### config.mk
export PLATFORM = sky130hd
export DESIGN_NAME = loadStoreQueue
export DESIGN_NICKNAME = d
export VERILOG_FILES = /design/src/lsuPkg.sv /design/src/loadStoreQueue.sv
export VERILOG_INCLUDE_DIRS = /design/src
export SDC_FILE = /design/constraint.sdc
export NUM_CORES = 1
export LEC_CHECK = 0
export BUFFER_PORTS_ARGS = -buffer_cell sky130_fd_sc_hd__buf_2
export CORE_ASPECT_RATIO = 1.1
export CORE_MARGIN = 2
export CORE_UTILIZATION = 33
export CTS_CLUSTER_DIAMETER = 100
export CTS_CLUSTER_SIZE = 12
export DETAILED_ROUTE_END_ITERATION = 8
export PLACE_DENSITY = 0.53
export SLEW_MARGIN = 0
export SYNTH_ARGS = -nofsm -noshare
export SYNTH_HDL_FRONTEND = slang
export SYNTH_SLANG_ARGS = --single-unit
### constraint.sdc
create_clock -name clk -period 4.6 [get_ports clk]
set_input_delay 0.46 -clock clk [delete_from_list [all_inputs] [get_ports clk]]
set_output_delay 0.46 -clock clk [all_outputs]
set_load 0.1 [all_outputs]
### src/lsu_params.svh
`ifndef LSU_PARAMS_SVH
`define LSU_PARAMS_SVH

// ####################
// memory path widths.
// ####################

`define ADDR_W 16       // byte address.
`define DATA_W 32       // widest access is one word.
`define LEN_W 3         // access length, 1, 2 or 4 bytes.
`define NICK_W 4        // request tag.

// ####################
// sizes.
// ####################

`define QUEUE_DEPTH 4   // must be a power of two.
`define RAM_BYTES 1024

`endif
### src/lsuPkg.sv
`include "lsu_params.svh"

package lsuPkg;

    // ####################
    // request and response types.
    // ####################

    typedef enum logic {
        OP_LOAD,
        OP_STORE
    } lsOp_t;

    // 1 + 16 + 32 + 3 + 4 = 56 bits.
    typedef struct packed {
        lsOp_t                op;
        logic [`ADDR_W-1:0]   addr;
        logic [`DATA_W-1:0]   data;   // store data, unused on loads.
        logic [`LEN_W-1:0]    len;
        logic [`NICK_W-1:0]   nick;
    } memReq_t;

    // 32 + 4 = 36 bits.
    typedef struct packed {
        logic [`DATA_W-1:0]   data;
        logic [`NICK_W-1:0]   nick;
    } memResp_t;

    // memory controller sequencing.
    typedef enum logic [1:0] {
        MC_IDLE,
        MC_BYTE,
        MC_DONE
    } mcState_t;

endpackage

### src/loadStoreQueue.sv
`timescale 1ns/1ps
`include "lsu_params.svh"

module loadStoreQueue import lsuPkg::*; (
    input  logic    clk,
    input  logic    rst,
    input  logic    rdy,

    input  logic    reqValid,
    input  memReq_t reqIn,
    output logic    full,

    input  logic    slbEn,
    output logic    issueEn,
    output memReq_t issueReq
);

    localparam int PTR_W = $clog2(`QUEUE_DEPTH);
    localparam logic [PTR_W:0] DEPTH_CNT = `QUEUE_DEPTH;

    memReq_t          entries [`QUEUE_DEPTH];
    logic [PTR_W-1:0] wrPtr;
    logic [PTR_W-1:0] rdPtr;
    logic [PTR_W:0]   count;    // one bit wider so a full queue is distinct.
    logic             push;
    logic             pop;
    logic             empty;

    assign empty = count == '0;
    assign full  = count == DEPTH_CNT;

    // slbEn is already low while the path is frozen.
    assign push = reqValid && rdy && !full;
    assign pop  = issueEn;

    assign issueEn  = !empty && slbEn;
    assign issueReq = entries[rdPtr];    // head of the queue.

    // ####################
    // pointers and count.
    // ####################

    always_ff @(posedge clk) begin
        if (rst) begin
            wrPtr <= '0;
            rdPtr <= '0;
            count <= '0;
        end else if (rdy) begin
            if (push) begin
                wrPtr <= wrPtr + 1'b1;   // wraps, depth is a power of two.
            end
            if (pop) begin
                rdPtr <= rdPtr + 1'b1;
            end

            if (push && !pop) begin
                count <= count + 1'b1;
            end else if (pop && !push) begin
                count <= count - 1'b1;
            end
        end
    end

    // storage.
    always_ff @(posedge clk) begin
        if (push) begin
            entries[wrPtr] <= reqIn;
        end
    end

endmodule

==> results.sh <==
export IMPL_cts_hold_buffers_added=0
export IMPL_drt_iter0_drc=201
export IMPL_portBuffers=118
export IMPL_yosysSeqAreaShare_pct=80.2
export IMPL_fin_skew_ps=10.7
export IMPL_post_route_period_util_pct=70.0
export IMPL_hold_violations=0
export IMPL_slew_headroom_pct=31.8
export IMPL_clkLatencyLatePin_ps=500
export IMPL_core_area_mm2=0.0259
export IMPL_critPathKind="flop to output pin"
export IMPL_ant_nets=0
export IMPL_wl_per_cell_um=18.6
export IMPL_fp_row_count=62
export IMPL_root_buffer="clkbuf_16"
export IMPL_nNetsFinal=542
export IMPL_clock_sinks=233
export IMPL_clockBufferDepth=3
export IMPL_endpoint="issueReq[38]"
export IMPL_drv_slew=0
export IMPL_synth_cell_area_mm2=0.00861
export IMPL_layout_commonest_cell="edfxtp_1"
export IMPL_synthCells=343
export IMPL_synth_top_area_share_pct=78.2
export IMPL_drtPass1Iterations=4
export IMPL_crit_cells=3
export IMPL_syn_area_per_cell_um2=25.1
export IMPL_dieArea_mm2=0.0274
export IMPL_required_ps=4140
export IMPL_synth_compound_area_share_pct=0.756
export IMPL_finalWirelength_mm=15.5
export IMPL_fmax_mhz=310
export IMPL_whs_ps=177
export IMPL_area_growth_pct=18.0
export IMPL_cts_resized=0
export IMPL_dpl_cell_area_mm2=0.00954
export IMPL_synth_cell_type_count=27
export IMPL_synth_top_family_by_area="multiplexers"
export IMPL_crit_chain="buf_4 > mux4_2 > buf_2"
export IMPL_grt_pass1_vias=4240
export IMPL_synthAdderAreaFrac_pct=0.959
export IMPL_finalSetupViolations=0
export IMPL_crit_path_end_kind="output pin"
export IMPL_grt_usage_pct=11.5
export IMPL_rr_worst_depth=8
export IMPL_cp_data_arrival_time_ps=2760
export IMPL_crit_fanout=47
export IMPL_slowest_stage="dfxtp_4"
export IMPL_irDropWorstVdd_mv=0.370
export IMPL_dp_hpwl_mm=8.70
export IMPL_cts_buffers=23
export IMPL_grt_pass1_wl_mm=24.0
export IMPL_max_cap_violations=0
export IMPL_final_cell_mix="edfxtp_1 (224), buf_2 (118), mux4_2 (56)"
export IMPL_crit_buf_inv=2
export IMPL_grt_max_degree=57
export IMPL_synth_warnings=0
export IMPL_status="complete, no violations"
export IMPL_syn_num_nets=410
export IMPL_fillCellCount=2375
export IMPL_gp_congestion=0.660
export IMPL_antenna_found_initial=2
export IMPL_synthMuxAreaShare_pct=14.8
export IMPL_die_w_um=158
export IMPL_postLayoutCellArea_mm2=0.0102
export IMPL_p_per_area_mw_per_mm2=492
export IMPL_grt_overflow_total=0
export IMPL_critPathLaunchType="flop"
export IMPL_period_needed_ps=3220
export IMPL_route_detailed_drc=0
export IMPL_tritoncts="yes"
export IMPL_rr_endpoint="count[2]"
export IMPL_r2r_setup_slack_ps=2300
export IMPL_max_stage_delay_ps=1030
export IMPL_start_util_pct=33.2
export IMPL_worst_pin_slew_ps=1020
export IMPL_yosys_area_share_simple_pct=1.22
export IMPL_r2r_start="count[0]"
export IMPL_htreeDepth=1
export IMPL_ys_top_cells_by_area="edfxtp_1 (78%), mux4_2 (15%), dfxtp_1 (2.1%)"
export IMPL_finalSetupTns_ps=0
export IMPL_leakage_uw=0.00329
export IMPL_hp_class="primary input to flop"
export IMPL_ios=119
export IMPL_drive_above_1_share_pct=43.4
export IMPL_die_h_um=173
export IMPL_crit_family="flip-flops"
export IMPL_via_count=3833
export IMPL_ys_ff_latch=233
export IMPL_post_cts_buffers=0
export IMPL_vias_per_cell=4.59
export IMPL_rsz0062_at_grt="false"
export IMPL_yosys_area_top_type="edfxtp_1"
export IMPL_synth_xor_area_share_pct=0.305
export IMPL_clkTransAtPathRegs_ps=60
==> per-stage QoR <==
stage	setup WS, ps	std cells	total power (uW)	utilization, %
finish	1380	835	5000	39.2
global route	1130	834	5190	39.2
CTS	1240	834	5070	39.2
detailed placement	1780	802	3440	36.8
global placement	1810	802	3430	36.8
floorplan	1740	343	3300	-
==> final cells by class <==
class | instances | area (um^2) | area share, %
Inverter | 5 | 18.8 | 0.185
Tap cell | 352 | 440 | 4.34
Sequential cell | 233 | 6910 | 68.1
Multi-Input combinational cell | 92 | 1560 | 15.4
Timing Repair Buffer | 120 | 606 | 5.96
Clock buffer | 31 | 606 | 5.96
Clock inverter | 1 | 8.76 | 0.0863
Antenna cell | 1 | 2.50 | 0.0246
==> layer usage <==
| layer | global-route usage [%] | share of wire [%] |
|---|---|---|
| met1 | 14.3 | 40 |
| met2 | 19.9 | 51 |
| met3 | 3.10 | 6.7 |
| met4 | 2.97 | 1.6 |
| met5 | 0 | 0.084 |
==> worst min-delay path by stage <==
stage | cells after the start | startpoint | endpoint
floorplan | 2 | rdPtr[1] | flop
global placement | 2 | rdPtr[1] | flop
detailed placement | 2 | rdPtr[1] | flop
CTS | 1 | reqIn[50] | entries[0][50]
global route | 1 | reqIn[20] | entries[2][20]
finish | 1 | reqIn[46] | entries[0][46]
==> registers in the layout, indices dropped and copies added (netlist names), named ones only <==
register,flops
entries,224
count,3
wrPtr,2
rdPtr,2
==> cell families after synthesis <==
kind of cell,after synthesis
simple gates,17
mux,57
fa+ha+maj,6
buf+inv,18
compound gates,9
xor+xnor,3
flops,233
==> worst register-to-register path: cells and delay by family, from the launching register on <==
kind / cells / cell delay, ps
simple gates: 2 / 450
flops: 1 / 500
xor+xnor: 1 / 220
buf+inv: 1 / 60
compound gates: 2 / 320
fa+ha+maj: 2 / 640
==> cell usage after synthesis <==
library cell / number
or4b_1: 1
nor2_1: 6
o31ai_1: 2
mux4_2: 56
clkbuf_1: 1
buf_1: 1
or3_1: 2
buf_2: 5
edfxtp_1: 224
nand2_1: 1
xnor2_1: 3
buf_6: 1
a21oi_1: 3
nand2b_1: 1
inv_1: 5
and2_1: 4
ha_1: 5
buf_12: 4
o311ai_2: 1
buf_4: 1
nor2b_1: 1
nor3b_4: 1
fa_1: 1
a31o_2: 1
o21ai_0: 2
dfxtp_1: 9
mux2i_1: 1
==> where the power goes <==
group / switching (uW) / internal (uW) / leakage [uW]
registers: 63.3 / 2400 / 0.00211
logic: 713 / 207 / 0.000890
clock network: 704 / 908 / 0.000297
Power figures use the tool's default switching activity.
