--- src/lsu_params.svh ---
`ifndef LSU_PARAMS_SVH
`define LSU_PARAMS_SVH

// ####################
// memory path widths.
// ####################

`define ADDR_W 16       // byte address.
`define DATA_W 32       // widest access is one word.
`define LEN_W 3         // access length, 1, 2 or 4 bytes.
`define NICK_W 4        // request tag.

// ####################
// sizes.
// ####################

`define QUEUE_DEPTH 4   // must be a power of two.
`define RAM_BYTES 1024

`endif
--- src/lsuPkg.sv ---
`include "lsu_params.svh"

package lsuPkg;

    // ####################
    // request and response types.
    // ####################

    typedef enum logic {
        OP_LOAD,
        OP_STORE
    } lsOp_t;

    // 1 + 16 + 32 + 3 + 4 = 56 bits.
    typedef struct packed {
        lsOp_t                op;
        logic [`ADDR_W-1:0]   addr;
        logic [`DATA_W-1:0]   data;   // store data, unused on loads.
        logic [`LEN_W-1:0]    len;
        logic [`NICK_W-1:0]   nick;
    } memReq_t;

    // 32 + 4 = 36 bits.
    typedef struct packed {
        logic [`DATA_W-1:0]   data;
        logic [`NICK_W-1:0]   nick;
    } memResp_t;

    // memory controller sequencing.
    typedef enum logic [1:0] {
        MC_IDLE,
        MC_BYTE,
        MC_DONE
    } mcState_t;

endpackage

--- src/dcache.sv ---
`timescale 1ns/1ps
`include "lsu_params.svh"

module dcache import lsuPkg::*; (
    input  logic               clk,
    input  logic               rst,
    input  logic               rdy,

    // from the request queue.
    input  logic               issueEn,
    input  memReq_t            issueReq,
    output logic               slbEn,

    // to the memory controller.
    output logic               mcEn,
    output memReq_t            mcReq,
    input  logic               mcDone,
    input  logic [`DATA_W-1:0] mcData,

    // completion.
    output logic               respValid,
    output memResp_t           respOut
);

    logic occupied;
    logic respQ;

    // accept a new request only when frozen path is running and the slot is empty.
    assign slbEn = rdy && !occupied;

    // a pending response waits out a stall and shows once rdy returns.
    assign respValid = respQ && rdy;

    // ####################
    // slot control.
    // ####################

    always_ff @(posedge clk) begin
        if (rst) begin
            occupied <= 1'b0;
            mcEn     <= 1'b0;
            respQ    <= 1'b0;
        end else if (rdy) begin
            respQ <= 1'b0;

            if (mcDone) begin
                respQ    <= 1'b1;
                occupied <= 1'b0;
                mcEn     <= 1'b0;
            end

            // slbEn keeps this away from an occupied slot.
            if (issueEn) begin
                occupied <= 1'b1;
                mcEn     <= 1'b1;
            end
        end
    end

    // held request and response payload.
    always_ff @(posedge clk) begin
        if (rdy) begin
            if (issueEn) begin
                mcReq <= issueReq;
            end

            if (mcDone) begin
                respOut.nick <= mcReq.nick;
                if (mcReq.op == OP_STORE) begin
                    respOut.data <= mcReq.data;   // stores echo their data.
                end else begin
                    respOut.data <= mcData;
                end
            end
        end
    end

endmodule

--- config.mk ---
export PLATFORM = sky130hd
export DESIGN_NAME = dcache
export DESIGN_NICKNAME = d
export VERILOG_FILES = /design/src/lsuPkg.sv /design/src/dcache.sv
export VERILOG_INCLUDE_DIRS = /design/src
export SDC_FILE = /design/constraint.sdc
export NUM_CORES = 1
export LEC_CHECK = 0
export ABC_CLOCK_PERIOD_IN_PS = 3000
export BUFFER_PORTS_ARGS = -buffer_cell sky130_fd_sc_hd__buf_4
export CORE_ASPECT_RATIO = 0.7
export CORE_UTILIZATION = 47
export CTS_CLUSTER_DIAMETER = 200
export DETAILED_ROUTE_END_ITERATION = 12
export PLACE_DENSITY = 0.84
export RECOVER_POWER = 100
export SYNTH_ARGS = -nofsm -noshare
export SYNTH_HDL_FRONTEND = slang
export SYNTH_SLANG_ARGS = --single-unit
--- constraint.sdc ---
create_clock -name clk -period 3 [get_ports clk]
set_input_delay 0.15 -clock clk [delete_from_list [all_inputs] [get_ports clk]]
set_output_delay 0.15 -clock clk [all_outputs]
set_load 0.05 [all_outputs]
==> summary.md <==
| Metric | Value |
|---|---|
| Reg2Reg Launch Point | `mcReq[55]` |
| Pre-CTS setup slack | `1.40 ns` |
| Ant diodes | `0` |
| Pwr Total | `2.94 mW` |
| Xor/xnor share of the synthesized area | `0` |
| GRT Total Usage | `0.236` |
| Clock insertion delay at the later pin of the skew report | `0.34 ns` |
| Post-synthesis simple-gate area fraction | `0.00957` |
| PwrDens | `571 nW/um^2` |
| Power Internal | `2.10 mW` |
| Failing checks | `capacitance limit, slew limit` |
| Critical-path cell list | `clkbuf_1, nand2_1, inv_1` |
| PnR worst setup slack | `1.01 ns` |
| 1st-iter DRT viols | `95` |
| CP top delay family | `buffers and inverters` |
| Crit path largest cell delay | `1.48 ns` |
| Sequential cell area fraction in the yosys report | `0.824` |
| Final wirelength | `8.85 mm` |
| Die Ht | `73.2 um` |
| Synthesis-to-layout area growth | `51.6%` |
| Starting density of the core | `0.494` |
| Antenna viol nets, final | `0` |
| First-pass GRT wire length | `13.1 mm` |
| WL/cell | `18.0 um` |
| Nets | `485` |
| Grt total ovfl | `0` |
| Main combinational cell family by area after synthesis | `multiplexers` |
| CTS tree | `yes` |
| Reg2Reg Capture Point | `respOut[6]` |
| Utilization of the core after routing | `0.749` |
| Static Leakage | `1.92 nW` |
| I/O Buffers | `187` |
| Placed inst area | `4870 sq um` |
| GPL Wtd Cong | `0.724` |
| Crit path buffers/inverters | `2` |
| Via count | `2289` |
| Hold Crit Depth | `3` |
| Final Hold Viols | `0` |
| Outcome | `complete, but fails checks` |
| VDD IR max | `0.000258 V` |
| Worst hold path type | `in -> reg` |
| Die area | `7580 sq um` |
| Fillers | `479` |
| H-tree depth | `3` |
| Pre-antenna DRT Iters | `4` |
| Worst hold endpoint | `respQ` |
| DR DRC count | `0` |
| R2R depth | `2` |
| Worst Setup Start Kind | `primary input` |
| Post-synthesis mux area share | `0.142` |
| Syn avg cell area | `24.5 sq um` |
| Register Area | `2800 sq um` |
| WS Path Type | `in -> reg` |
| Setup-violating endpoint count in the final report | `0` |
| Actual slew at the worst max-slew pin | `2.07 ns` |
| Initial antenna violation count | `0` |
| Flops & latches, synth | `94` |
| Synth area leader | `edfxtp_1` |
| Core Area | `6880 sq um` |
| Vias in the first global route | `2459` |
| Synth Area in Compound Gates | `0.00184` |
| Final Cell Area | `5150 sq um` |
| Mapped Nets | `232` |
| Slowest CP cell | `inv_1` |
| Combinational share of power | `0.190` |
| Cell count after placement | `418` |
| Net Switching | `843 uW` |
| Sequential power share | `0.535` |
| Fin cells | `491` |
| Max-Cap Viols | `1` |
| Critical path required time | `2.93 ns` |
| CP arrival | `1.91 ns` |
| Post-route clock period utilization | `0.662` |
| Slew Viols, Final | `57` |
| Largest net degree at the start of global routing | `57` |
| Crit-path max FO | `56` |
| Share of post-route cells with drive strength above 1 | `0.277` |
| Root Buffer | `clkbuf_8` |
| Cell Rows | `25` |
| CTS buffer count | `9` |
| I/O pins | `188` |
| Internal reg-to-reg setup slack | `1.34 ns` |
| Period minus WS final | `1.99 ns` |
| Post-synth top area share | `0.813` |
| Cells after Synth | `139` |
| Final Skew | `0.00664 ns` |
| Switching fraction of total power | `0.287` |
| Synth area leaders | `edfxtp_1 81%, mux2_4 13%, buf_12 1.8%` |
| Clock Power Share | `0.275` |
| Mapped Area | `3400 sq um` |
| CP endpoint kind | `flop` |
| Beginning of the worst hold path | `mcDone` |
| Slew headroom | `-0.382` |
| Clk slew on worst S/H paths | `0.09 ns` |
| Unrepaired setup endpoints after global routing | `false` |
| FMAX | `0.503 GHz` |
| Clk buf depth | `2` |
| Post-synth cell types | `14` |
| Detailed Place HPWL | `5.34 mm` |
| Adder-Cell Fraction of Synth Area | `0` |
| # clock sinks | `94` |
| Area of the multi-input gates | `418 sq um` |
| Hold slack | `0.0616 ns` |
| Vias per cell | `4.66` |
| Ys Warns | `0` |
| Die width | `104 um` |
| Fin Setup TNS | `0 ns` |
==> cells in the mapped netlist <==
library cell and instances:
mux2_4 30, buf_12 3, edfxtp_1 92, o22ai_1 1
mux2_2 2, nor2_1 1, mux2i_1 1, and2_1 2
dfxtp_1 2, inv_1 1, nor2b_1 1, buf_6 1
nand2b_1 1, nand2_1 1
==> cell families (layout without fill, tap and decap cells) <==
| logic type | count (synthesis) | in the layout |
|---|---|---|
| mux | 33 | 33 |
| simple gates | 6 | 6 |
| buf+inv | 5 | 263 |
| compound gates | 1 | 1 |
| flops | 94 | 94 |
==> worst reg2reg max path: stages, from the launching register on <==
cell and delay (ns):
edfxtp_1 0.35, clkbuf_1 0.63, mux2_1 0.42
==> repair_timing <==
item / in CTS / in global routing
hold endpoints to repair: 57 / 0
buffers inserted: 0 / 0
resized for setup: 0 / 0
hold buffers: 57 / 0
==> registers in the layout (all words and copies together) (netlist names) <==
| name | count |
|---|---|
| mcReq | 56 |
| respOut | 36 |
| occupied | 1 |
| respQ | 1 |
==> cell usage in the layout, fill, tap and decap left out, drive strengths merged <==
| cell type | count |
|---|---|
| bufinv | 1 |
| nor2 | 1 |
| and2 | 2 |
| edfxtp | 92 |
| dfxtp | 2 |
| inv | 1 |
| dlygate4sd3 | 57 |
| nor2b | 1 |
| nand2b | 1 |
| nand2 | 1 |
| mux2 | 32 |
| clkbuf | 163 |
| buf | 35 |
| o22ai | 1 |
| clkinv | 6 |
| mux2i | 1 |
==> cell type report <==
class                      instances  area share
timing repair buffer             246       0.315
clock inverter                     7      0.0126
multi-input combinational         40      0.0811
sequential                        94       0.544
clock buffer                       9      0.0240
tap                               94      0.0228
inverter                           1    0.000729
==> power by group through the flow <==
stage	sequential [mW]	combinational [mW]	clock (mW)
after floorplan	1.86	0.114	0
after global placement	1.60	0.589	0
after CTS	1.57	0.660	0.817
final	1.57	0.559	0.809
after detailed placement	1.60	0.599	0
after global routing	1.58	0.581	0.867
==> metal layers <==
layer / track usage / vias to the layer above / routed length, um
li1: - / 1053 / -
met1: 0.260 / 1090 / 3500
met2: 0.439 / 136 / 4510
met3: 0.0732 / 10 / 742
met4: 0.0905 / 0 / 91
met5: 0 / - / 0
==> worst max path at each step <==
stage	slack (ns)	end	startpoint	cells after the start
2_1_floorplan	1.29	mcReq[0]	issueEn	2
3_3_place_gp	1.46	mcReq[8]	rdy	3
3_5_place_dp	1.40	mcReq[42]	rdy	3
4_1_cts	1.51	mcReq[55]	mcReq[55]	2
5_1_grt	0.81	mcReq[19]	rdy	3
6_report	1.01	mcReq[35]	rdy	3
No activity file was read; power rests on OpenSTA's default activity.
