## src/lsu_params.svh

```systemverilog
`ifndef LSU_PARAMS_SVH
`define LSU_PARAMS_SVH

// ####################
// memory path widths.
// ####################

`define ADDR_W 16       // byte address.
`define DATA_W 32       // widest access is one word.
`define LEN_W 3         // access length, 1, 2 or 4 bytes.
`define NICK_W 4        // request tag.

// ####################
// sizes.
// ####################

`define QUEUE_DEPTH 4   // must be a power of two.
`define RAM_BYTES 1024

`endif
```

## src/lsuPkg.sv

```systemverilog
`include "lsu_params.svh"

package lsuPkg;

    // ####################
    // request and response types.
    // ####################

    typedef enum logic {
        OP_LOAD,
        OP_STORE
    } lsOp_t;

    // 1 + 16 + 32 + 3 + 4 = 56 bits.
    typedef struct packed {
        lsOp_t                op;
        logic [`ADDR_W-1:0]   addr;
        logic [`DATA_W-1:0]   data;   // store data, unused on loads.
        logic [`LEN_W-1:0]    len;
        logic [`NICK_W-1:0]   nick;
    } memReq_t;

    // 32 + 4 = 36 bits.
    typedef struct packed {
        logic [`DATA_W-1:0]   data;
        logic [`NICK_W-1:0]   nick;
    } memResp_t;

    // memory controller sequencing.
    typedef enum logic [1:0] {
        MC_IDLE,
        MC_BYTE,
        MC_DONE
    } mcState_t;

endpackage

```

## src/memCtrl.sv

```systemverilog
`timescale 1ns/1ps
`include "lsu_params.svh"

module memCtrl import lsuPkg::*; (
    input  logic               clk,
    input  logic               rst,
    input  logic               rdy,
    input  logic               fetchBusy,

    input  logic               mcEn,
    input  memReq_t            mcReq,
    output logic               mcDone,
    output logic [`DATA_W-1:0] mcData,

    output logic               ramWe,
    output logic [`ADDR_W-1:0] ramAddr,
    output logic [7:0]         ramWdata,
    input  logic [7:0]         ramRdata
);

    mcState_t          state;
    logic [`LEN_W-1:0] cnt;       // current byte.
    logic [`LEN_W-1:0] byteIdx;
    logic [1:0]        capIdx;    // byte lane of the read in flight.
    logic              rdPend;    // read data arrives this cycle.
    logic              isLoad;
    logic              step;
    logic              issueRd;

    assign isLoad  = mcReq.op == OP_LOAD;
    assign step    = (state == MC_BYTE) && !fetchBusy;   // fetch owns the RAM otherwise.
    assign issueRd = step && isLoad && (cnt != mcReq.len);

    assign mcDone = state == MC_DONE;

    // ####################
    // RAM port.
    // ####################

    // while frozen, keep re-reading the pending byte so rdata stays valid.
    assign byteIdx  = (!rdy && rdPend) ? `LEN_W'(capIdx) : cnt;
    assign ramAddr  = mcReq.addr + {{(`ADDR_W-`LEN_W){1'b0}}, byteIdx};
    assign ramWe    = rdy && step && !isLoad;
    assign ramWdata = mcReq.data[{cnt[1:0], 3'b000} +: 8];

    // ####################
    // sequencer.
    // ####################

    always_ff @(posedge clk) begin
        if (rst) begin
            state  <= MC_IDLE;
            cnt    <= '0;
            rdPend <= 1'b0;
        end else if (rdy) begin
            rdPend <= issueRd;

            case (state)
                MC_IDLE: begin
                    // mcEn has already dropped by the time DONE falls back here.
                    if (mcEn) begin
                        state <= MC_BYTE;
                        cnt   <= '0;
                    end
                end
                MC_BYTE: begin
                    if (step) begin
                        if (isLoad) begin
                            if (cnt == mcReq.len) begin
                                state <= MC_DONE;   // last byte has landed.
                            end else begin
                                cnt <= cnt + 1'b1;
                            end
                        end else begin
                            if (cnt == mcReq.len - `LEN_W'(1)) begin
                                state <= MC_DONE;
                            end
                            cnt <= cnt + 1'b1;
                        end
                    end
                end
                MC_DONE: begin
                    state <= MC_IDLE;
                end
                default: begin
                    state <= MC_IDLE;
                end
            endcase
        end
    end

    // load data assembly, little-endian.
    always_ff @(posedge clk) begin
        if (rdy) begin
            if (issueRd) begin
                capIdx <= cnt[1:0];
            end

            if (state == MC_IDLE && mcEn) begin
                mcData <= '0;   // zero-extend short loads.
            end else if (rdPend) begin
                mcData[{capIdx, 3'b000} +: 8] <= ramRdata;
            end
        end
    end

endmodule

```

## config.mk

```make
export PLATFORM = sky130hd
export DESIGN_NAME = memCtrl
export DESIGN_NICKNAME = d
export VERILOG_FILES = /design/src/lsuPkg.sv /design/src/memCtrl.sv
export VERILOG_INCLUDE_DIRS = /design/src
export SDC_FILE = /design/constraint.sdc
export NUM_CORES = 1
export LEC_CHECK = 0
export BUFFER_PORTS_ARGS = -buffer_cell sky130_fd_sc_hd__clkbuf_2
export CORE_MARGIN = 3
export CORE_UTILIZATION = 37
export CTS_CLUSTER_DIAMETER = 200
export CTS_CLUSTER_SIZE = 30
export DETAILED_ROUTE_END_ITERATION = 10
export PLACE_DENSITY = 0.81
export SLEW_MARGIN = 20
export SYNTH_ARGS = -nofsm -noshare
export SYNTH_HDL_FRONTEND = slang
export SYNTH_SLANG_ARGS = --single-unit
```

## constraint.sdc

```tcl
create_clock -name clk -period 2.3 [get_ports clk]
set_input_delay 0.345 -clock clk [delete_from_list [all_inputs] [get_ports clk]]
set_output_delay 0.345 -clock clk [all_outputs]
set_load 0.1 [all_outputs]
```

==> results of run 1 <==
[power by group]
| group | internal [mW] | switching [mW] | total [mW] |
|---|---|---|---|
| Combinational | 0.285 | 0.820 | 1.10 |
| Sequential | 0.870 | 0.0425 | 0.912 |
| Clock | 0.217 | 0.240 | 0.456 |
| Total | 1.37 | 1.10 | 2.47 |
[what timing repair did]
| item | in CTS | in global routing |
|---|---|---|
| setup endpoints to repair | 13 | 14 |
| gates cloned | 0 | 0 |
| setup buffers | 0 | 1 |
| gates resized for setup | 5 | 4 |
| pin swaps | 20 | 11 |
[through the flow]
step / total power, mW / instances
2_1_floorplan: 1.745 / 253
3_3_place_gp: 2.003 / 492
3_5_place_dp: 2.028 / 492
4_1_cts: 2.487 / 500
5_1_grt: 2.572 / 501
6_report: 2.473 / 501
[state kept, by name, indices dropped and copies added, names as in the netlist]
signal / flops
state: 2
rdPend: 1
capIdx: 2
cnt: 3
mcData: 32
[cells by family (layout without fill, tap and decap cells)]
kind of cell | Yosys count | in the layout | share of synthesized area [%]
compound gates | 50 | 50 | 10.63
xor+xnor | 19 | 19 | 6.894
fa+ha+maj | 11 | 11 | 5.553
buf+inv | 12 | 164 | 1.771
flops | 40 | 40 | 43.66
mux | 9 | 9 | 7.467
simple gates | 112 | 112 | 24.03
[per-layer routing]
metal	track usage (%)	wire (um)	part of all wire (%)	up-vias
met2	35.72	4268	55	71
met4	5.485	125	1.6	0
li1	-	-	-	1210
met1	21.95	3038	39	1202
met5	0	0	0	-
met3	4.100	376	4.8	10
[final timing paths]
| kind | startpoint | to | slack [ns] |
|---|---|---|---|
| max reg2reg | capIdx[0] | mcData[23] | 0.47 |
| max | rdPend | ramAddr[15] | -0.33 |
| min reg2reg | cnt[2] | cnt[2] | 0.61 |
| min | rst | cnt[0] | 0.31 |
[layout by cell type (no fill, tap or decap), types with 3 or more instances in the layout]
cell	instances
clkbuf_2	106
nor2b_1	37
a21oi_1	35
edfxtp_1	34
nor2_1	33
buf_4	25
buf_12	16
xor2_4	10
mux4_2	8
nand2_1	8
ha_1	7
clkbuf_8	5
inv_1	4
xor2_1	4
buf_6	4
nand2b_4	3
o21ai_1	3
nor2_4	3
xnor2_4	3
nor3b_2	3
nor3_1	3
dfxtp_2	3
dfxtp_1	3
[area by class of cell]
class | instances | area share (%)
Clock buffer | 7 | 1.770
Clock inverter | 1 | 0.2031
Inverter | 5 | 0.4352
Multi-Input combinational cell | 201 | 43.14
Sequential cell | 40 | 26.54
Tap cell | 96 | 2.785
Timing Repair Buffer | 151 | 25.12
[critical path: stages (launching register included)]
cell	delay (ns)
dfxtp_2	0.35
nand2b_4	0.08
buf_6	0.12
o21ai_4	0.18
ha_4	0.15
a21o_1	0.13
a21oi_4	0.08
buf_12	0.15
nor4b_4	0.37
xor2_4	0.19
buf_12	0.19
==> Implementation_results.wiki, run 1 <==
{| class="wikitable"
! Metric !! Value
|-
| Total placed instance area || 4170 sq um
|-
| Via/cell ratio || 4.976
|-
| Category of the worst setup path capture point || output port
|-
| Multi-input combinational cell area || approximately 1900 sq um
|-
| Max Transition Viols Final || 0
|-
| Detail Placement HPWL || just over 6 mm
|-
| Final routed wirelength across all metal layers || approximately 7.8 mm
|-
| Final layout net count || 484
|-
| Register-to-Register Path Depth || 7
|-
| Number of inserted diodes || 0
|-
| Total track usage || a little under a fifth
|-
| Worst hold stages || 2
|-
| DP Worst Slack || -0.2867 ns
|-
| Number of enable-type register cells in the synthesized netlist || 34
|-
| Shortest clock period the worst path allows after layout || about 2.6 ns
|-
| Core region area || about 6800 sq um
|-
| Area leader, netlist || edfxtp_1
|-
| Setup TNS after final layout || -3.285 ns
|-
| Post-synth top area share || between 30% and 40%
|-
| Cell leakage power || ~1.9 nW
|-
| Count of port buffers added during placement || around 120
|-
| H-tree level count || 2
|-
| Dominant synthesized flop cell || edfxtp_1
|-
| Area of the die || 8109 sq um
|-
| Final Hold Slack || 0.3090 ns
|-
| Critical path class || register to output port
|-
| Worst hold path class || primary input to register
|-
| Max-cap violations || 0
|-
| Result of the run || finished, violations left
|-
| Largest net degree at the start of global routing || 33
|-
| Maximum fanout encountered on the critical timing path || 6
|-
| Signed area change from the synthesized netlist to the final layout || 65.01%
|-
| Setup clock skew after layout || 0.01045 ns
|-
| Num ports || 127
|-
| Number of optimization iterations in the first detailed-route pass || 4
|-
| CTS max path bufs || 2
|-
| Main area contributors after synthesis || edfxtp_1 39%, nor2b_1 8.9%, a21oi_1 7.1%
|-
| Area of the mapped netlist || roughly 2600 sq um
|-
| Syn avg cell area || 10.33 sq um
|-
| Yosys warns || 0
|-
| Worst Tran Pin Value || between 0.5 and 0.6 ns
|-
| Fraction of final layout cells with drive strength greater than 1 || roughly 52%
|-
| Antenna violation net count after detailed routing || 0
|-
| Sequential standard cell area || between 1000 and 1500 sq um
|-
| CP arrival || about 2.3 ns
|-
| Flops & latches, synth || 40
|-
| Standard-cell rows || 30
|-
| CTS Root Buffer Type || clkbuf_8
|-
| Weighted congestion reported at the end of routability-driven placement || around 0.8
|-
| Core occupancy in the finished layout || 63.13%
|-
| Max-slew headroom || 62.04%
|-
| Number of DRC violations after detailed routing || 0
|-
| Number of different library cells in the post-synthesis netlist || 45
|-
| Maximum operating frequency || around 380 MHz
|-
| First-pass GRT wire length || around 13 mm
|-
| Startpoint class of the critical path || register
|-
| Required time at the worst-slack endpoint || 1.96 ns
|-
| Synthesized net count || 333
|-
| Number of DRC markers in iteration 0 || roughly 110
|-
| Fill count || roughly 580
|-
| Total clock buffers created by CTS || 5
|-
| CTS hold repair buffers || 0
|-
| Count of endpoints failing setup in the final report || 13
|-
| Power density cells || ~570 nW/um^2
|-
| GRT overflow || 0
|-
| Final non-filler cell area || about 4300 sq um
|-
| Number of antenna violations at the first check in global routing || 0
|-
| Leading post-synthesis cells by instance count || 37 x a21oi_1, 37 x nor2b_1, 36 x nor2_1, 34 x edfxtp_1, 15 x xor2_1
|-
| Die width || 90.05 um
|-
| Initial standard-cell utilization of the core || about two fifths
|-
| Vias in the first global route || 2578
|-
| Post-detailed-route wirelength per cell || roughly 16 um
|-
| Part of the Yosys area used for sequential elements || between 40% and 50%
|-
| Reg clk slew, reported paths || approximately 0.070 ns
|-
| Via count of the routed design || roughly 2500
|-
| Post-synthesis instance total || ~250
|-
| Number of failing hold endpoints at the final stage || 0
|-
| Clock tree from TritonCTS || built
|-
| Setup slack of the critical path after layout || -0.3257 ns
|-
| Die height || 90.05 um
|-
| Peak ir drop on the vdd network || ~0.32 mV
|-
| Clock latency on the worst-skew pair || approximately 0.29 ns
|-
| Total clock sinks || 40
|-
| Violated checks || setup timing
|-
| Setup repair after global routing missed its margin || true
|-
| Share of the clock period used by the worst path || 114.2%
|-
| Proportion of synthesized flip-flops having asynchronous set or reset || 0%
|}
(Power assumes the default switching activity.)
==> run 2: changes to the inputs <==
- PLACE_DENSITY: 0.81 -> unset
- PLACE_DENSITY_LB_ADDON: unset -> 0.2
==> run 2 against run 1 <==
The run still ends with setup timing left. Global-route usage fell by 0.86 points. Sequential share of layout area fell by 0.37 points. Critical path depth did not move. Die area did not move. Final area rose by 1.4%. Clock skew fell by 0.0060 ns. Routed wire length fell by 6.5%. Fmax barely moved. Hold slack got worse by 0.0075 ns.
==> Implementation_results.wiki, run 2 (same netlist as run 1, synthesis figures left out) <==
{| class="wikitable"
! Metric !! Value
|-
| GRT overflow || 0 (unchanged)
|-
| Startpoint class of the critical path || register
|-
| Maximum fanout encountered on the critical timing path || 6 (unchanged)
|-
| Count of port buffers added during placement || 122 (unchanged)
|-
| Standard-cell rows || 30 (unchanged)
|-
| Clock tree from TritonCTS || built
|-
| Required time at the worst-slack endpoint || 1.96 ns (about the same)
|-
| Max stage delay on crit path || 0.34 ns (-0.03 ns)
|-
| Total track usage || 18.31% (-0.86 points)
|-
| Final layout net count || 487 (+0.62%)
|-
| Initial standard-cell utilization of the core || 38.26% (unchanged)
|-
| Weighted congestion reported at the end of routability-driven placement || 0.7707 (-1.0%)
|-
| Max-cap violations || 0 (unchanged)
|-
| Number of optimization iterations in the first detailed-route pass || 4 (unchanged)
|-
| Largest registers || mcData (32), cnt (3)
|-
| Via/cell ratio || 4.881 (-1.9%)
|-
| Total placed instance area || 4170 sq um (unchanged)
|-
| CTS max path bufs || 2 (unchanged)
|-
| Category of the worst setup path capture point || output port
|-
| Largest register FFs || 32 (unchanged)
|-
| Power density cells || 566.5 nW/um^2 (-1.2%)
|-
| Vias in the first global route || 2494 (-3.3%)
|-
| Reg clk slew, reported paths || 0.08 ns (about the same)
|-
| Clock latency on the worst-skew pair || 0.29 ns (about the same)
|-
| Number of DRC violations after detailed routing || 0 (unchanged)
|-
| Slowest cell on the critical path || dfxtp_2
|-
| Switching part of the total || 44.86% (+0.28 points)
|-
| Worst hold path class || primary input to register
|-
| Flop pwr share || 36.7% (-0.2 points)
|-
| Fill count || 579 (+0.35%)
|-
| Internal cell power || 1.366 mW (-0.33%)
|-
| Critical path class || register to output port
|-
| Number of DRC markers in iteration 0 || 104 (-0.95%)
|-
| H-tree level count || 2 (unchanged)
|-
| Num ports || 127 (unchanged)
|-
| Cells along the critical path || nand2b_4, buf_6, o21ai_4, ha_4, a21o_1, a21oi_4, buf_12, nor4b_4, xor2_4, buf_12
|-
| Setup slack of the critical path after layout || -0.3270 ns (-0.001242 ns)
|-
| First-pass GRT wire length || 12.20 mm (-4.0%)
|-
| Shortest clock period the worst path allows after layout || 2.627 ns (+0.001242 ns)
|-
| Via count of the routed design || 2460 (-1.3%)
|-
| Total net switching power || 1.111 mW (+0.80%)
|-
| Die width || 90.05 um (unchanged)
|-
| Antenna violation net count after detailed routing || 0 (unchanged)
|-
| CP arrival || 2.28 ns (about the same)
|-
| DP Worst Slack || -0.2403 ns (+0.04640 ns)
|-
| Signed area change from the synthesized netlist to the final layout || 67.35%
|-
| Total clock buffers created by CTS || 5 (unchanged)
|-
| Worst Tran Pin Value || 0.8186 ns (+0.2468 ns)
|-
| Detail Placement HPWL || 5.667 mm (-8.3%)
|-
| Leading cell type in the layout, fill and taps excluded || clkbuf_2
|-
| Clock share of power || 18.8% (+0.3 points)
|-
| CTS Root Buffer Type || clkbuf_8
|-
| Leading cell types in the layout, fill and taps excluded || 106 x clkbuf_2, 37 x nor2b_1, 35 x a21oi_1, 34 x edfxtp_1, 33 x nor2_1
|-
| Violated checks || setup timing
|-
| Number of inserted diodes || 0 (unchanged)
|-
| Final routed wirelength across all metal layers || 7.302 mm (-6.5%)
|-
| Max Transition Viols Final || 0 (unchanged)
|-
| Number of antenna violations at the first check in global routing || 0 (unchanged)
|-
| Setup clock skew after layout || 0.004459 ns (-0.005993 ns)
|-
| Post-detailed-route wirelength per cell || 14.49 um (-7.0%)
|-
| Largest net degree at the start of global routing || 33 (unchanged)
|-
| Count of endpoints failing setup in the final report || 14 (+1)
|-
| Peak ir drop on the vdd network || 0.3967 mV (+24%)
|-
| Result of the run || finished, violations left
|-
| Total clock sinks || 40 (unchanged)
|-
| Area of the die || 8109 sq um (unchanged)
|-
| Cell leakage power || 1.905 nW (+1.0%)
|-
| Maximum operating frequency || 380.7 MHz (about the same)
|-
| Top cell by count, worst path || buf_12
|-
| Comb pwr share || 44.5% (-0.2 points)
|-
| Final non-filler cell area || 4374 sq um (+1.4%)
|-
| CTS hold repair buffers || 0 (unchanged)
|-
| Core region area || 6832 sq um (unchanged)
|-
| Max-slew headroom || 45.28% (-17 points)
|-
| Register with the most flip-flops || mcData
|-
| Setup repair after global routing missed its margin || true
|-
| Die height || 90.05 um (unchanged)
|-
| Share of the clock period used by the worst path || 114.2% (about the same)
|-
| Number of failing hold endpoints at the final stage || 0 (unchanged)
|-
| Fraction of final layout cells with drive strength greater than 1 || 53.43% (+1.3 points)
|}
## run 2: through the flow
stage | utilization [%] | instances | setup TNS (ns) | total power, mW | hold slack (ns)
final | 64.03 | 504 | -3.642 | 2.478 | 0.3015
after global routing | 64.03 | 504 | -4.823 | 2.585 | 0.3238
after CTS | 63.66 | 503 | -3.405 | 2.500 | 0.2885
after detailed placement | 61.04 | 492 | -1.526 | 2.021 | 0.6076
after global placement | 61.04 | 492 | -1.248 | 2.008 | 0.6011
after floorplan | - | 253 | -3.280 | 1.745 | 0.4067
## run 2: repair_timing
action	4_1_cts	5_1_grt
gates resized for setup	11	5
endpoints found under the setup margin	14	14
endpoints found under the hold margin	0	0
setup buffers	3	1
pin swaps	18	5
## run 2: worst paths after layout
kind | startpoint | to | slack [ns] | cells past startpoint
max reg2reg | capIdx[0] | mcData[31] | 0.23 | 6
min | rst | cnt[0] | 0.30 | 2
min reg2reg | cnt[2] | cnt[2] | 0.62 | 3
max | rdPend | ramAddr[15] | -0.33 | 10
## run 2: cell type report
type | count | area, sq um | share of cell area (%)
multi-input combinational | 201 | 1893 | 43.28
sequential | 40 | 1145 | 26.17
timing repair buffer | 154 | 1110 | 25.37
tap | 96 | 120.1 | 2.746
clock buffer | 5 | 68.82 | 1.573
clock inverter | 3 | 18.77 | 0.4291
inverter | 5 | 18.77 | 0.4291
## run 2: power by group through the flow
stage	sequential (mW)	combinational [mW]	clock, mW
2_1_floorplan	1.26	0.484	0
3_3_place_gp	0.923	1.08	0
3_5_place_dp	0.925	1.10	0
4_1_cts	0.909	1.11	0.482
5_1_grt	0.918	1.16	0.511
6_report	0.909	1.10	0.465
## run 2: metal layers
layer	part of all wire (%)	GRT usage (%)	vias up
li1	-	-	1214
met2	50	30.86	71
met1	43	24.25	1165
met3	4.8	3.347	10
met4	1.4	4.974	0
met5	0	0	-
## run 2: critical path, delay by kind of cell (launching register included)
kind,cells,cell delay (ns)
and+or+nand+nor,2,0.45
AOI/OAI and AO/OA,3,0.29
buffers and inverters,3,0.44
DFF,1,0.34
xor gates and xnor gates,1,0.19
adders and majority gates,1,0.27
==> run 3: changes to the inputs <==
- ABC_AREA: unset -> 1
- CORE_MARGIN: 3 -> 2
==> run 3 against run 2 <==
The flow still finishes with violations (setup timing). Sequential share of layout area down 1.4 points. Worst setup slack improved by 0.014 ns. First-iteration DRC count decreased by 11%. Final area grew 5.6%. Combinational power hardly changed. Sequential power decreased by 2.6%. Routed wire length increased by 0.51%. Highest routed layer unchanged. Utilization shrank 1.0 points. Synthesized cell count grew 48%. Hold slack lost 0.044 ns. Non-clock buffer count is 3 lower. Die area is 3.1% higher.
==> Implementation_results.wiki, run 3 <==
{| class="wikitable"
! Metric !! Value
|-
| Register-to-Register Path Depth || 8 (+2)
|-
| CTS hold repair buffers || 0 (unchanged)
|-
| Sequential standard cell area || 1144 sq um (-0.11%)
|-
| Yosys warns || 0 (unchanged)
|-
| Leading post-synthesis cells by instance count || 73 x nand2_1, 69 x inv_1, 46 x nor2_1, 34 x edfxtp_1, 24 x o22ai_1
|-
| Reg clk slew, reported paths || 0.07 ns (about the same)
|-
| Beginning of the critical path || rdPend
|-
| Post-synth top area share || 36.09% (-3.0 points)
|-
| Setup clock skew after layout || 0.009008 ns (+0.004549 ns)
|-
| Final layout net count || 602 (+24%)
|-
| Startpoint class of the critical path || register
|-
| Max-cap violations || 0 (unchanged)
|-
| Initial standard-cell utilization of the core || 38.59% (+0.33 points)
|-
| Total track usage || 17.83% (-0.48 points)
|-
| Antenna violation net count after detailed routing || 0 (unchanged)
|-
| Count of endpoints failing setup in the final report || 14 (unchanged)
|-
| Largest net degree at the start of global routing || 33 (unchanged)
|-
| Vias in the first global route || 2808 (+13%)
|-
| CTS Root Buffer Type || clkbuf_8
|-
| Power, Total || 2.643 mW (+6.7%)
|-
| Clock tree from TritonCTS || built
|-
| Maximum fanout encountered on the critical timing path || 4 (-2)
|-
| Finished Layout Cells || 621 (+23%)
|-
| Max Transition Viols Final || 0 (unchanged)
|-
| Setup TNS after final layout || -3.057 ns (+0.5847 ns)
|-
| Leading cell types in the layout, fill and taps excluded || 106 x clkbuf_2, 68 x inv_1, 67 x nand2_1, 43 x nor2_1, 34 x edfxtp_1
|-
| Signed area change from the synthesized netlist to the final layout || 63.25%
|-
| Number of DRC markers in iteration 0 || 93 (-11%)
|-
| Post-synthesis instance total || 375 (+48%)
|-
| Total clock buffers created by CTS || 5 (unchanged)
|-
| Part of the Yosys area used for sequential elements || 40.34% (-3.3 points)
|-
| Cell leakage power || 2.245 nW (+18%)
|-
| Flops & latches, synth || 40 (unchanged)
|-
| First-pass GRT wire length || 12.39 mm (+1.5%)
|-
| Register with the most flip-flops || mcData
|-
| Register-to-register setup slack || 0.35 ns (+0.12 ns)
|-
| Shortest clock period the worst path allows after layout || 2.613 ns (-0.01441 ns)
|-
| R2r startpoint || capIdx[0]
|-
| Setup repair after global routing missed its margin || true
|-
| Share of the clock period used by the worst path || 113.6% (-0.63 points)
|-
| Die height || 91.44 um (+1.5%)
|-
| Category of the worst setup path capture point || output port
|-
| Number of antenna violations at the first check in global routing || 0 (unchanged)
|-
| Die width || 91.44 um (+1.5%)
|-
| Peak ir drop on the vdd network || 0.3029 mV (-24%)
|-
| Crit path capture || ramAddr[14]
|-
| Post-detailed-route wirelength per cell || 11.82 um (-18%)
|-
| Endpoint of the most critical register-to-register path || mcData[0]
|-
| Power density cells || 572.3 nW/um^2 (+1.0%)
|-
| Number of different library cells in the post-synthesis netlist || 33 (-27%)
|-
| Via count of the routed design || 2922 (+19%)
|-
| Core region area || 7331 sq um (+7.3%)
|-
| Worst hold path class || primary input to register
|-
| H-tree level count || 2 (unchanged)
|-
| Count of port buffers added during placement || 122 (unchanged)
|-
| Fraction of final layout cells with drive strength greater than 1 || 43.30% (-10 points)
|-
| Synthesized net count || 455 (+37%)
|-
| Number of DRC violations after detailed routing || 0 (unchanged)
|-
| Area of the mapped netlist || 2829 sq um (+8.2%)
|-
| Final routed wirelength across all metal layers || 7.339 mm (+0.51%)
|-
| Total clock sinks || 40 (unchanged)
|-
| Leading cell type in the layout, fill and taps excluded || clkbuf_2
|-
| Setup slack of the critical path after layout || -0.3126 ns (+0.01441 ns)
|-
| Critical path class || register to output port
|-
| DP Worst Slack || -0.3203 ns (-0.08007 ns)
|-
| Proportion of synthesized flip-flops having asynchronous set or reset || 0% (unchanged)
|-
| Number of failing hold endpoints at the final stage || 0 (unchanged)
|-
| Number of optimization iterations in the first detailed-route pass || 4 (unchanged)
|-
| Area of the die || 8361 sq um (+3.1%)
|-
| CTS max path bufs || 2 (unchanged)
|-
| Syn avg cell area || 7.544 sq um (-27%)
|-
| Final Hold Slack || 0.2576 ns (-0.04392 ns)
|-
| Largest registers || mcData (32), cnt (3)
|-
| Main area contributors after synthesis || edfxtp_1 36%, nand2_1 9.7%, inv_1 9.2%
|-
| Maximum operating frequency || 382.8 MHz (+0.55%)
|-
| Standard-cell rows || 31 (+3.3%)
|-
| Number of enable-type register cells in the synthesized netlist || 34 (unchanged)
|-
| Most common cell in the synthesized netlist || nand2_1
|-
| Dominant synthesized flop cell || edfxtp_1
|-
| Required time at the worst-slack endpoint || 1.96 ns (about the same)
|-
| Largest register FFs || 32 (unchanged)
|-
| Cells after DPL || 606 (+23%)
|-
| Result of the run || finished, violations left
|-
| Weighted congestion reported at the end of routability-driven placement || 0.8406 (+9.1%)
|-
| Number of inserted diodes || 0 (unchanged)
|-
| Multi-input combinational cell area || 1852 sq um (-2.2%)
|-
| Detail Placement HPWL || 5.843 mm (+3.1%)
|-
| Area leader, netlist || edfxtp_1
|-
| Via/cell ratio || 4.705 (-3.6%)
|-
| Start point of the worst hold path || rst
|-
| Violated checks || setup timing
|-
| Worst Tran Pin Value || 0.5596 ns (-0.2591 ns)
|-
| Clock latency on the worst-skew pair || 0.29 ns (about the same)
|-
| Num ports || 127 (unchanged)
|-
| CP arrival || 2.27 ns (about the same)
|-
| Max-slew headroom || 62.85% (+18 points)
|-
| Fill count || 640 (+11%)
|-
| GRT overflow || 0 (unchanged)
|}
-- run 3: cell types whose count changed after synthesis, sizes merged, moves of 24 or more --
| cell | change |
|---|---|
| nand2 | +69 |
| inv | +67 |
| nor2b | -37 |
| o22ai | +24 |
-- run 3: worst max-delay path, stage by stage (launching register included) --
cell     delay [ns]
dfxtp_2        0.32
inv_2          0.04
nor2_4         0.16
o21ai_2        0.07
ha_2           0.18
fa_2           0.37
a21oi_4        0.18
nor2_4         0.06
nand2_4        0.08
nor2_4         0.04
nand2_4        0.11
nor2_4         0.04
nand2_2        0.11
nand2_8        0.05
buf_12         0.16
-- run 3: cells by family after synthesis --
group / Yosys count / share of synthesized area (%)
AOI/OAI and AO/OA: 67 / 13.58
adders and majority gates: 11 / 5.131
xor gates and xnor gates: 15 / 4.644
DFF: 40 / 40.34
buffers and inverters: 86 / 11.99
and+or+nand+nor: 156 / 24.33
-- run 3: through the flow --
| step | area (sq um) | utilization [%] |
|---|---|---|
| 6_report | 4618 | 63.00 |
| 5_1_grt | 4618 | 63.00 |
| 4_1_cts | 4482 | 61.14 |
| 3_5_place_dp | 4288 | 58.49 |
| 3_3_place_gp | 4288 | 58.49 |
| 2_1_floorplan | 3241 | - |
-- run 3: area by class of cell --
| class | count | share of cell area, % |
|---|---|---|
| clock buffer | 5 | 1.490 |
| clock inverter | 2 | 1.300 |
| inverter | 75 | 6.123 |
| multi-input combinational | 249 | 40.10 |
| sequential | 40 | 24.76 |
| tap | 99 | 2.682 |
| timing repair buffer | 151 | 23.54 |
-- run 3: power by group --
part	internal [mW]	switching [mW]
Sequential	0.856	0.0285
Combinational	0.265	0.831
Clock	0.427	0.234
-- run 3: routing by layer --
metal / track usage, % / share of wire (%) / vias to the layer above
li1: - / - / 1500
met1: 21.98 / 40 / 1327
met2: 32.11 / 54 / 88
met3: 3.320 / 5.7 / 7
met4: 4.040 / 1.0 / 0
met5: 0 / 0 / -
-- run 3: worst min path at each step --
stage	to	slack (ns)	depth (start not counted)
after floorplan	cnt[1]	0.41	1
after global placement	state[1]	0.51	2
after detailed placement	state[1]	0.52	2
after CTS	cnt[1]	0.24	2
after global routing	cnt[1]	0.25	2
final	cnt[1]	0.26	2
-- run 3: what timing repair did --
action | 4_1_cts | 5_1_grt
endpoints found under the setup margin | 14 | 14
buffers inserted | 3 | 5
resized for setup | 11 | 16
pin swaps | 9 | 11
